<file path="src/include/ac97_config.svh">
//----------------------------------------
// integer constants of the ac97 block
// fifo depth must be a power of two, tick counts fit 12 bits
//----------------------------------------
`ifndef AC97_CONFIG_SVH
`define AC97_CONFIG_SVH

//----------------------------------------
// sample fifos
//----------------------------------------
`define AC97_FIFO_DEPTH      16    // stereo words per direction

//----------------------------------------
// 48 kHz divider on the 125 MHz clock
//----------------------------------------
`define AC97_TICK_SHORT      2604  // cycles per short run
`define AC97_TICK_RUNS       5     // short runs before one long run

//----------------------------------------
// interrupt levels, see irq_level_e
//----------------------------------------
`define AC97_PLAY_IRQ_LEVEL  2     // half empty
`define AC97_REC_IRQ_LEVEL   3     // half full

`endif

</file>
<file path="src/hw/ac97_pkg.sv">
//----------------------------------------
// types shared by the ac97 controller RTL
// bus offsets use the low 20 address bits only
//----------------------------------------
package ac97_pkg;

  // byte offsets on the system bus
  typedef enum logic [19:0] {
    FIFO_PLAY        = 20'h00000, // wo, left then right half
    FIFO_REC         = 20'h00004, // ro, left then right half
    STATUS           = 20'h00008, // ro
    FIFO_RESET       = 20'h0000C, // wo, bit0 play bit1 rec
    CODEC_ADDR       = 20'h00010, // wo, bit7 read, bits 6..1 word
    CODEC_DATA_READ  = 20'h00014, // ro
    CODEC_DATA_WRITE = 20'h00018  // wo
  } ac97_reg_e;

  typedef enum logic [2:0] {
    NONE       = 3'd0, // never fires
    EMPTY      = 3'd1, // count is 0
    HALF_EMPTY = 3'd2, // count below half
    HALF_FULL  = 3'd3, // count at half or more
    FULL       = 3'd4  // count at depth
  } irq_level_e;

  typedef struct packed {
    logic [15:0] right; // high half
    logic [15:0] left;  // low half
  } stereo_sample_t;

  typedef struct packed {
    logic empty;
    logic half_empty;
    logic half_full;
    logic full;
  } fifo_flags_t;

  typedef struct packed {
    logic rec_overrun;    // bit 7, sticky
    logic play_underrun;  // sticky
    logic codec_ready;
    logic access_done;
    logic rec_empty;
    logic rec_full;
    logic play_half_full;
    logic play_full;      // bit 0
  } ac97_status_t;

  typedef struct packed {
    logic [31:0] addr;
    logic [31:0] wdata;
    logic [3:0]  sel;
    logic        wen;   // one cycle per request
    logic        ren;
  } sys_req_t;

  typedef struct packed {
    logic [31:0] rdata; // valid with ack
    logic        ack;
  } sys_rsp_t;

  typedef struct packed {
    logic [5:0]  addr;   // codec word address
    logic [15:0] wdata;
    logic        store;  // one cycle pulse
    logic        recall; // one cycle pulse
  } codec_cmd_t;

endpackage

</file>
<file path="src/hw/ac97_rate_gen.sv">
`timescale 1ns/1ps
//----------------------------------------
// 48 kHz sample tick from 125 MHz, one cycle wide
// five short runs then one long run, 48 kHz on average
//----------------------------------------
`include "ac97_config.svh"

module ac97_rate_gen (
  input  logic clk_adc_125mhz, // adc clock
  input  logic adc_rstn_i,     // sync reset, active low
  output logic tick_o          // sample tick
);

  localparam logic [11:0] SHORT_LAST = 12'(`AC97_TICK_SHORT - 1);
  localparam logic [11:0] LONG_LAST  = 12'(`AC97_TICK_SHORT);
  localparam logic [2:0]  RUNS       = 3'(`AC97_TICK_RUNS);

  logic [11:0] cnt_q; // cycles in this run
  logic [2:0]  run_q; // short runs done
  logic        wrap;

  assign wrap = (cnt_q == ((run_q == RUNS) ? LONG_LAST : SHORT_LAST)); // end of run

  always_ff @(posedge clk_adc_125mhz) begin
    if (!adc_rstn_i) begin
      cnt_q  <= '0;
      run_q  <= '0;
      tick_o <= 1'b0;
    end else begin
      tick_o <= wrap;                 // registered pulse
      if (wrap) begin
        cnt_q <= '0;
        run_q <= (run_q == RUNS) ? 3'd0 : run_q + 3'd1; // long run restarts the set
      end else begin
        cnt_q <= cnt_q + 12'd1;
      end
    end
  end

  // tick is never two cycles wide
  a_tick_single : assert property (
    @(posedge clk_adc_125mhz) disable iff (!adc_rstn_i) tick_o |=> !tick_o
  );

endmodule

</file>
<file path="src/hw/ac97_sample_fifo.sv">
`timescale 1ns/1ps
//----------------------------------------
// stereo sample fifo with a fall-through head
// push while full is dropped, pop while empty does nothing
//----------------------------------------
`include "ac97_config.svh"

module ac97_sample_fifo import ac97_pkg::*; (
  input  logic           clk_adc_125mhz, // adc clock
  input  logic           adc_rstn_i,     // sync reset, active low
  input  logic           clear_i,        // fifo reset pulse
  input  logic           push_i,
  input  stereo_sample_t push_data_i,
  input  logic           pop_i,
  output stereo_sample_t head_o,         // oldest word, or last popped when empty
  output fifo_flags_t    flags_o
);

  localparam int DEPTH = `AC97_FIFO_DEPTH;
  localparam int AW    = $clog2(DEPTH);
  localparam logic [AW:0] CNT_HALF = (AW + 1)'(DEPTH / 2);
  localparam logic [AW:0] CNT_FULL = (AW + 1)'(DEPTH);

  stereo_sample_t mem [DEPTH];
  stereo_sample_t hold_q;   // last popped word
  logic [AW-1:0]  wr_ptr_q;
  logic [AW-1:0]  rd_ptr_q;
  logic [AW:0]    count_q;  // 0 .. DEPTH
  logic           do_push;
  logic           do_pop;

  assign do_push = push_i && !flags_o.full;
  assign do_pop  = pop_i && !flags_o.empty;
  assign head_o  = flags_o.empty ? hold_q : mem[rd_ptr_q]; // head stays on empty pop

  always_comb begin
    flags_o.empty      = (count_q == '0);
    flags_o.half_empty = (count_q < CNT_HALF);
    flags_o.half_full  = (count_q >= CNT_HALF);
    flags_o.full       = (count_q == CNT_FULL);
  end

  // sample storage
  always_ff @(posedge clk_adc_125mhz) begin
    if (do_push) begin
      mem[wr_ptr_q] <= push_data_i;
    end
    if (do_pop) begin
      hold_q <= mem[rd_ptr_q];
    end
  end

  always_ff @(posedge clk_adc_125mhz) begin
    if (!adc_rstn_i || clear_i) begin
      wr_ptr_q <= '0;
      rd_ptr_q <= '0;
      count_q  <= '0;
    end else begin
      if (do_push) begin
        wr_ptr_q <= wr_ptr_q + 1'b1; // wraps at depth
      end
      if (do_pop) begin
        rd_ptr_q <= rd_ptr_q + 1'b1;
      end
      case ({do_push, do_pop})
        2'b10:   count_q <= count_q + 1'b1;
        2'b01:   count_q <= count_q - 1'b1;
        default: count_q <= count_q;     // both or neither
      endcase
    end
  end

  a_count_bound : assert property (
    @(posedge clk_adc_125mhz) disable iff (!adc_rstn_i) count_q <= CNT_FULL
  );

endmodule

</file>
<file path="src/hw/ac97_fifo_irq.sv">
`timescale 1ns/1ps
//----------------------------------------
// level interrupt, set when the fifo enters LEVEL
// cleared on empty (on not empty for EMPTY) and on fifo reset
//----------------------------------------
module ac97_fifo_irq import ac97_pkg::*; #(
  parameter irq_level_e LEVEL = HALF_EMPTY
) (
  input  logic        clk_adc_125mhz, // adc clock
  input  logic        adc_rstn_i,     // sync reset, active low
  input  logic        clear_i,        // fifo reset pulse
  input  fifo_flags_t flags_i,
  output logic        irq_o
);

  fifo_flags_t prev_q;   // flags one cycle back
  logic        cur_sel;
  logic        prev_sel;
  logic        drop;

  function automatic logic pick(input fifo_flags_t f);
    case (LEVEL)
      EMPTY:      return f.empty;
      HALF_EMPTY: return f.half_empty;
      HALF_FULL:  return f.half_full;
      FULL:       return f.full;
      default:    return 1'b0;  // NONE
    endcase
  endfunction

  assign cur_sel  = pick(flags_i);
  assign prev_sel = pick(prev_q);
  assign drop     = (LEVEL == EMPTY) ? !flags_i.empty : flags_i.empty; // level left

  always_ff @(posedge clk_adc_125mhz) begin
    if (!adc_rstn_i) begin
      prev_q <= '0;
      irq_o  <= 1'b0;
    end else begin
      prev_q <= flags_i;
      if (clear_i || LEVEL == NONE || drop) begin
        irq_o <= 1'b0;
      end else if (cur_sel && !prev_sel) begin
        irq_o <= 1'b1;                         // rising edge of the level
      end
    end
  end

endmodule

</file>
<file path="src/hw/ac97_codec_regs.sv">
`timescale 1ns/1ps
//----------------------------------------
// codec register shadow, 64 words of 16 bits
// done two cycles after a store, four after a recall
//----------------------------------------
module ac97_codec_regs import ac97_pkg::*; (
  input  logic        clk_adc_125mhz, // adc clock
  input  logic        adc_rstn_i,     // sync reset, active low
  input  codec_cmd_t  cmd_i,          // addr and data held between pulses
  output logic [15:0] read_data_o,
  output logic        access_done_o,
  output logic        play_down_o,    // play path powered down
  output logic        rec_down_o      // record path powered down
);

  localparam logic [5:0] PWRDN_WORD = 6'h13; // codec byte address 0x26

  logic [15:0] shadow [64];
  logic [1:0]  recall_d;  // recall delay line
  logic        finish_q;  // access completes next cycle
  logic        done_q;
  logic        is_pwrdn;

  assign is_pwrdn      = (cmd_i.addr == PWRDN_WORD);
  assign access_done_o = done_q && !(cmd_i.store || cmd_i.recall); // low from the ack on

  //----------------------------------------
  // shadow memory and readback
  //----------------------------------------
  always_ff @(posedge clk_adc_125mhz) begin
    if (cmd_i.store) begin
      shadow[cmd_i.addr] <= cmd_i.wdata;
    end
    if (recall_d[1]) begin
      read_data_o <= shadow[cmd_i.addr] | (is_pwrdn ? 16'h000F : 16'h0000); // ready bits
    end
  end

  //----------------------------------------
  // sequencing and power-down decode
  //----------------------------------------
  always_ff @(posedge clk_adc_125mhz) begin
    if (!adc_rstn_i) begin
      recall_d    <= '0;
      finish_q    <= 1'b0;
      done_q      <= 1'b0;
      play_down_o <= 1'b0;
      rec_down_o  <= 1'b0;
    end else begin
      recall_d <= {recall_d[0], cmd_i.recall};
      finish_q <= cmd_i.store || recall_d[1];
      if (cmd_i.store || cmd_i.recall) begin
        done_q <= 1'b0;                  // new access started
      end else if (finish_q) begin
        done_q <= 1'b1;
      end
      if (cmd_i.store && is_pwrdn) begin
        play_down_o <= cmd_i.wdata[13] || cmd_i.wdata[12] || cmd_i.wdata[9]; // pr1 pr4 pr5
        rec_down_o  <= cmd_i.wdata[13] || cmd_i.wdata[12] || cmd_i.wdata[8]; // pr0 pr4 pr5
      end
    end
  end

endmodule

</file>
<file path="src/hw/ac97_bus_regs.sv">
`timescale 1ns/1ps
//----------------------------------------
// system bus slave, each request acked the next cycle
// no stall path, a push to a full play fifo is lost
//----------------------------------------
module ac97_bus_regs import ac97_pkg::*; (
  input  logic           clk_adc_125mhz,  // adc clock
  input  logic           adc_rstn_i,      // sync reset, active low
  input  sys_req_t       req_i,
  output sys_rsp_t       rsp_o,
  input  fifo_flags_t    play_flags_i,
  input  fifo_flags_t    rec_flags_i,
  input  logic           play_underrun_i, // sticky
  input  logic           rec_overrun_i,   // sticky
  input  stereo_sample_t rec_head_i,
  input  logic [15:0]    codec_data_i,
  input  logic           access_done_i,
  output codec_cmd_t     codec_cmd_o,
  output logic           play_push_o,     // one cycle after the right half
  output stereo_sample_t play_sample_o,
  output logic           rec_pop_o,       // with the right half read
  output logic           play_clear_o,
  output logic           rec_clear_o
);

  ac97_reg_e    offset;
  ac97_status_t status;
  logic [31:0]  rdata;
  logic [31:0]  rdata_q;
  logic         ack_q;
  logic         play_half_q; // left held, right next
  logic         rec_half_q;  // left read, right next
  logic [15:0]  left_q;
  logic [15:0]  right_q;

  assign offset        = ac97_reg_e'(req_i.addr[19:0]);
  assign rsp_o         = '{rdata: rdata_q, ack: ack_q};
  assign play_sample_o = '{right: right_q, left: left_q};
  assign rec_pop_o     = req_i.ren && (offset == FIFO_REC) && rec_half_q;

  always_comb begin
    status.rec_overrun    = rec_overrun_i;
    status.play_underrun  = play_underrun_i;
    status.codec_ready    = 1'b1;          // no post-reset delay
    status.access_done    = access_done_i;
    status.rec_empty      = rec_flags_i.empty;
    status.rec_full       = rec_flags_i.full;
    status.play_half_full = play_flags_i.half_full;
    status.play_full      = play_flags_i.full;
  end

  always_comb begin
    case (offset)
      FIFO_REC:        rdata = {16'h0, rec_half_q ? rec_head_i.right : rec_head_i.left};
      STATUS:          rdata = {24'h0, status};
      CODEC_DATA_READ: rdata = {16'h0, codec_data_i};
      default:         rdata = 32'h0;  // write only or unknown
    endcase
  end

  // read data and play halves
  always_ff @(posedge clk_adc_125mhz) begin
    if (req_i.ren) begin
      rdata_q <= rdata;
    end
    if (req_i.wen && offset == FIFO_PLAY) begin
      if (play_half_q) begin
        right_q <= req_i.wdata[15:0];
      end else begin
        left_q <= req_i.wdata[15:0];
      end
    end
  end

  always_ff @(posedge clk_adc_125mhz) begin
    if (!adc_rstn_i) begin
      ack_q        <= 1'b0;
      play_half_q  <= 1'b0;
      rec_half_q   <= 1'b0;
      play_push_o  <= 1'b0;
      play_clear_o <= 1'b0;
      rec_clear_o  <= 1'b0;
      codec_cmd_o  <= '0;
    end else begin
      ack_q              <= req_i.wen || req_i.ren; // one ack per request
      play_push_o        <= 1'b0;                   // pulses default low
      play_clear_o       <= 1'b0;
      rec_clear_o        <= 1'b0;
      codec_cmd_o.store  <= 1'b0;
      codec_cmd_o.recall <= 1'b0;
      if (req_i.ren && offset == FIFO_REC) begin
        rec_half_q <= !rec_half_q;
      end
      if (req_i.wen) begin
        case (offset)
          FIFO_PLAY: begin
            play_half_q <= !play_half_q;
            play_push_o <= play_half_q;   // pair complete
          end
          FIFO_RESET: begin
            if (req_i.wdata[0]) begin
              play_half_q  <= 1'b0;
              play_clear_o <= 1'b1;
            end
            if (req_i.wdata[1]) begin
              rec_half_q  <= 1'b0;
              rec_clear_o <= 1'b1;
            end
          end
          CODEC_ADDR: begin
            codec_cmd_o.addr   <= req_i.wdata[6:1];
            codec_cmd_o.recall <= req_i.wdata[7];
            codec_cmd_o.store  <= !req_i.wdata[7];
          end
          CODEC_DATA_WRITE: codec_cmd_o.wdata <= req_i.wdata[15:0];
          default: ;                       // read only offsets ignored
        endcase
      end
    end
  end

endmodule

</file>
<file path="src/hw/ac97_ctrl_top.sv">
`timescale 1ns/1ps
//----------------------------------------
// ac97 controller emulation on the adc clock
// line ports carry left in the low half, right in the high half
//----------------------------------------
`include "ac97_config.svh"

module ac97_ctrl_top import ac97_pkg::*; (
  input  logic           clk_adc_125mhz, // adc clock
  input  logic           adc_rstn_i,     // sync reset, active low
  input  sys_req_t       sys_req_i,
  output sys_rsp_t       sys_rsp_o,
  input  stereo_sample_t line_in_i,
  output stereo_sample_t line_out_o,     // play fifo head
  output logic           tick_48k_o,
  output logic           irq_play_o,
  output logic           irq_rec_o
);

  logic           tick;
  logic           play_down;
  logic           rec_down;
  logic           play_push;
  logic           rec_pop;
  logic           play_clear;
  logic           rec_clear;
  logic           play_underrun_q;
  logic           rec_overrun_q;
  logic           access_done;
  logic [15:0]    codec_data;
  stereo_sample_t play_sample;
  stereo_sample_t rec_head;
  fifo_flags_t    play_flags;
  fifo_flags_t    rec_flags;
  codec_cmd_t     codec_cmd;

  assign tick_48k_o = tick;

  ac97_rate_gen u_rate (.clk_adc_125mhz, .adc_rstn_i, .tick_o(tick));

  ac97_sample_fifo u_play_fifo (
    .clk_adc_125mhz, .adc_rstn_i, .clear_i(play_clear),
    .push_i(play_push), .push_data_i(play_sample),
    .pop_i(tick && !play_down),               // drained by the tick
    .head_o(line_out_o), .flags_o(play_flags)
  );

  ac97_sample_fifo u_rec_fifo (
    .clk_adc_125mhz, .adc_rstn_i, .clear_i(rec_clear),
    .push_i(tick && !rec_down), .push_data_i(line_in_i), // filled by the tick
    .pop_i(rec_pop), .head_o(rec_head), .flags_o(rec_flags)
  );

  ac97_fifo_irq #(.LEVEL(irq_level_e'(`AC97_PLAY_IRQ_LEVEL))) u_play_irq (
    .clk_adc_125mhz, .adc_rstn_i, .clear_i(play_clear), .flags_i(play_flags), .irq_o(irq_play_o)
  );

  ac97_fifo_irq #(.LEVEL(irq_level_e'(`AC97_REC_IRQ_LEVEL))) u_rec_irq (
    .clk_adc_125mhz, .adc_rstn_i, .clear_i(rec_clear), .flags_i(rec_flags), .irq_o(irq_rec_o)
  );

  ac97_codec_regs u_codec (
    .clk_adc_125mhz, .adc_rstn_i, .cmd_i(codec_cmd), .read_data_o(codec_data),
    .access_done_o(access_done), .play_down_o(play_down), .rec_down_o(rec_down)
  );

  ac97_bus_regs u_bus (
    .clk_adc_125mhz, .adc_rstn_i, .req_i(sys_req_i), .rsp_o(sys_rsp_o),
    .play_flags_i(play_flags), .rec_flags_i(rec_flags),
    .play_underrun_i(play_underrun_q), .rec_overrun_i(rec_overrun_q),
    .rec_head_i(rec_head), .codec_data_i(codec_data), .access_done_i(access_done),
    .codec_cmd_o(codec_cmd), .play_push_o(play_push), .play_sample_o(play_sample),
    .rec_pop_o(rec_pop), .play_clear_o(play_clear), .rec_clear_o(rec_clear)
  );

  //----------------------------------------
  // sticky error flags
  //----------------------------------------
  always_ff @(posedge clk_adc_125mhz) begin
    if (!adc_rstn_i || play_clear) begin
      play_underrun_q <= 1'b0;
    end else if (tick && play_flags.empty) begin
      play_underrun_q <= 1'b1;              // nothing to play
    end
  end

  always_ff @(posedge clk_adc_125mhz) begin
    if (!adc_rstn_i || rec_clear) begin
      rec_overrun_q <= 1'b0;
    end else if (tick && rec_flags.full) begin
      rec_overrun_q <= 1'b1;                // sample dropped
    end
  end

endmodule

</file>
<file path="config.mk">
export PLATFORM = sky130hd
export DESIGN_NAME = ac97_ctrl_top
export DESIGN_NICKNAME = d
export VERILOG_FILES = /design/src/hw/ac97_pkg.sv /design/src/hw/ac97_rate_gen.sv /design/src/hw/ac97_sample_fifo.sv /design/src/hw/ac97_fifo_irq.sv /design/src/hw/ac97_codec_regs.sv /design/src/hw/ac97_bus_regs.sv /design/src/hw/ac97_ctrl_top.sv
export VERILOG_INCLUDE_DIRS = /design/src /design/src/include
export SDC_FILE = /design/constraint.sdc
export NUM_CORES = 2
export LEC_CHECK = 0
export ABC_CLOCK_PERIOD_IN_PS = 6530
export BUFFER_PORTS_ARGS = -buffer_cell sky130_fd_sc_hd__buf_2
export CAP_MARGIN = 15
export CORE_MARGIN = 4
export CORE_UTILIZATION = 55
export CTS_CLUSTER_SIZE = 14
export DETAILED_ROUTE_END_ITERATION = 10
export PLACE_DENSITY = 0.69
export SLEW_MARGIN = 10
export SYNTH_ARGS = -nofsm -noshare
export SYNTH_HDL_FRONTEND = slang
export SYNTH_HIERARCHICAL = 1
export SYNTH_SLANG_ARGS = --single-unit
</file>
<file path="constraint.sdc">
create_clock -name clk_adc_125mhz -period 6.53 [get_ports clk_adc_125mhz]
set_input_delay 0.653 -clock clk_adc_125mhz [delete_from_list [all_inputs] [get_ports clk_adc_125mhz]]
set_output_delay 0.653 -clock clk_adc_125mhz [all_outputs]
set_load 0.03 [all_outputs]
</file>
==> run metrics <==
share of power burned in the clock network 43.6%; htree depth 4; switch share 18.93%; first-pass GRT wire length 312400 um; synthesis warning total 6; fraction of layout cells with a size suffix above 1 23.71%; clk slew on worst S/H paths 0.06 ns; PortBufs 123; Routability Congestion 0.8526; post-CTS sizing 0; drt first-iter violations 5949; sequential share of power 55.9%; type of origin of the critical path flip-flop; crit path cell chain buf_4 > mux4_1 > mux4_2 > mux2_4 > buf_2; CP top delay family multiplexers; Layout Area Growth over Synthesis 11.83%; RSZ-0062 raised after global routing false; most common cell after layout, fill and taps aside edfxtp_1; fin crit period 4.722 ns; dpl hpwl 119600 um; Layout Skew 0.03029 ns; Hold WC Path Type in2reg; Pleak 33.58 nW; Max Cap Violations 0; Initial Util 55.25%; largest net degree at the start of global routing 110; Avg Cell Area, Syn 20.49 um2; routed wire length 216500 um; Buf+Inv Stages, Crit Path 2; Tightest Pin Transition 1.227 ns; TritonCTS clock tree built; crit-path max cell delay 0.95 ns; Pint 22.84 mW; fillers 10980; Worst EP arrival 4.07 ns; Num Clock Sinks 2266; fmax 211.8 MHz; Seq. cell area 0.06718 mm2; DR vias/cell 6.487; CP Class reg2out; switching power 5.334 mW; Comb pwr share 0.5%; Max stage delay cell, worst path dfxtp_4; Pre-Repair DR Iteration Count 6; Clock Path Buffers 3; number of global-route vias before repair 44130; max_slew headroom 18.11%; # DRC 0; Final Net Count 4699; Die Area 0.1676 mm2; core area 0.1604 mm2; status completed; Max VDD drop 0.2444 mV; die height 409.4 um; total track usage 25.69%; Rows 147; io pins 172; Congestion Overflow GR 0; DR WL/cell 31.25 um; Num CTS Buffers 217; setup_tns 0 ns; Synth Instances 4325; PwrDens 284.3 mW/mm2; Critical Path RT 5.88 ns; clock latency on the worst-skew pair 0.84 ns; Crit. End Element output pin; Final period util 72.31%; Final Util 61.79%; most frequent cells in the layout edfxtp_1, mux4_2, clkbuf_16, mux2i_1, buf_4; Fin. Hold Viols 0; initial antenna violation count 11; Final ANT Viol Nets 0; Post-CTS Setup Inserts 0; endpoints failing setup 0; Die Wd 409.4 um; final slew viol count 0; area taken by multi-input logic gates 0.02011 mm2; CTS Hold Bufs 0; Syn Std Cell Area 0.08862 mm2; CP Max Fanout 47; Root Buffer clkbuf_16; vias 44950
==> power groups by stage <==
stage	logic (mW)	clock network [mW]	registers [mW]
floorplan	0.0456	0	16.1
global placement	0.133	0	16.1
detailed placement	0.140	0	16.1
CTS	0.140	12.5	15.7
global route	0.152	13.1	15.7
finish	0.138	12.3	15.7
==> stage by stage <==
stage,std cells,hold WS [ns],setup WS (ns),cell area [um2],total power [mW]
2_1_floorplan,4340,0.4118,1.423,88680,16.10
3_3_place_gp,6520,0.4205,1.939,92090,16.19
3_5_place_dp,6520,0.4325,1.893,92090,16.19
4_1_cts,6922,0.0004339,1.649,99080,28.39
5_1_grt,6922,0.04840,1.600,99080,29.03
6_report,6929,0.07646,1.808,99100,28.18
==> flip-flops by register name (all words and copies together), names as in the netlist, 24 cells and up, named ones only <==
signal	flops
u_play_fifo/hold_q	32
u_rec_fifo/mem	512
u_codec/shadow	1022
u_rec_fifo/hold_q	32
u_play_fifo/mem	512
u_bus/codec_cmd_o	24
==> final cells by class <==
type / count / area share (%)
tap: 2160 / 2.727
clock inverter: 125 / 1.204
clock buffer: 277 / 5.851
multi-input combinational: 1780 / 20.29
sequential: 2266 / 67.78
inverter: 19 / 0.07197
antenna: 7 / 0.01768
timing repair buffer: 295 / 2.050
==> worst reg2reg max path, stage by stage, from the launching register on <==
cell and delay [ns]:
dfxtp_4 0.64, buf_12 0.51, nor2b_2 0.56, buf_4 0.36, a32oi_1 0.25, a41oi_1 0.34
or3_1 0.42, or4_1 0.63
==> worst paths after layout <==
path,startpoint,end,slack [ns],depth (start not counted)
hold reg to reg,u_codec/recall_d[0],u_codec/recall_d[1],0.45,1
hold / removal,sys_req_i[1],u_bus/ack_q,0.08,2
setup reg to reg,u_bus/codec_cmd_o[20],u_codec/read_data_o[5],2.51,7
setup / recovery,flip-flop,line_out_o[1],1.81,5
==> layer usage <==
| metal | GRT usage, % | up-vias | wire, um |
|---|---|---|---|
| met5 | 0 | - | 63 |
| met4 | 9.470 | 8 | 8423 |
| met3 | 5.599 | 456 | 22140 |
| met2 | 39.53 | 2506 | 101200 |
| met1 | 36.72 | 23470 | 84720 |
| li1 | - | 18500 | - |
Note: power is estimated with default switching activity, not from simulation.
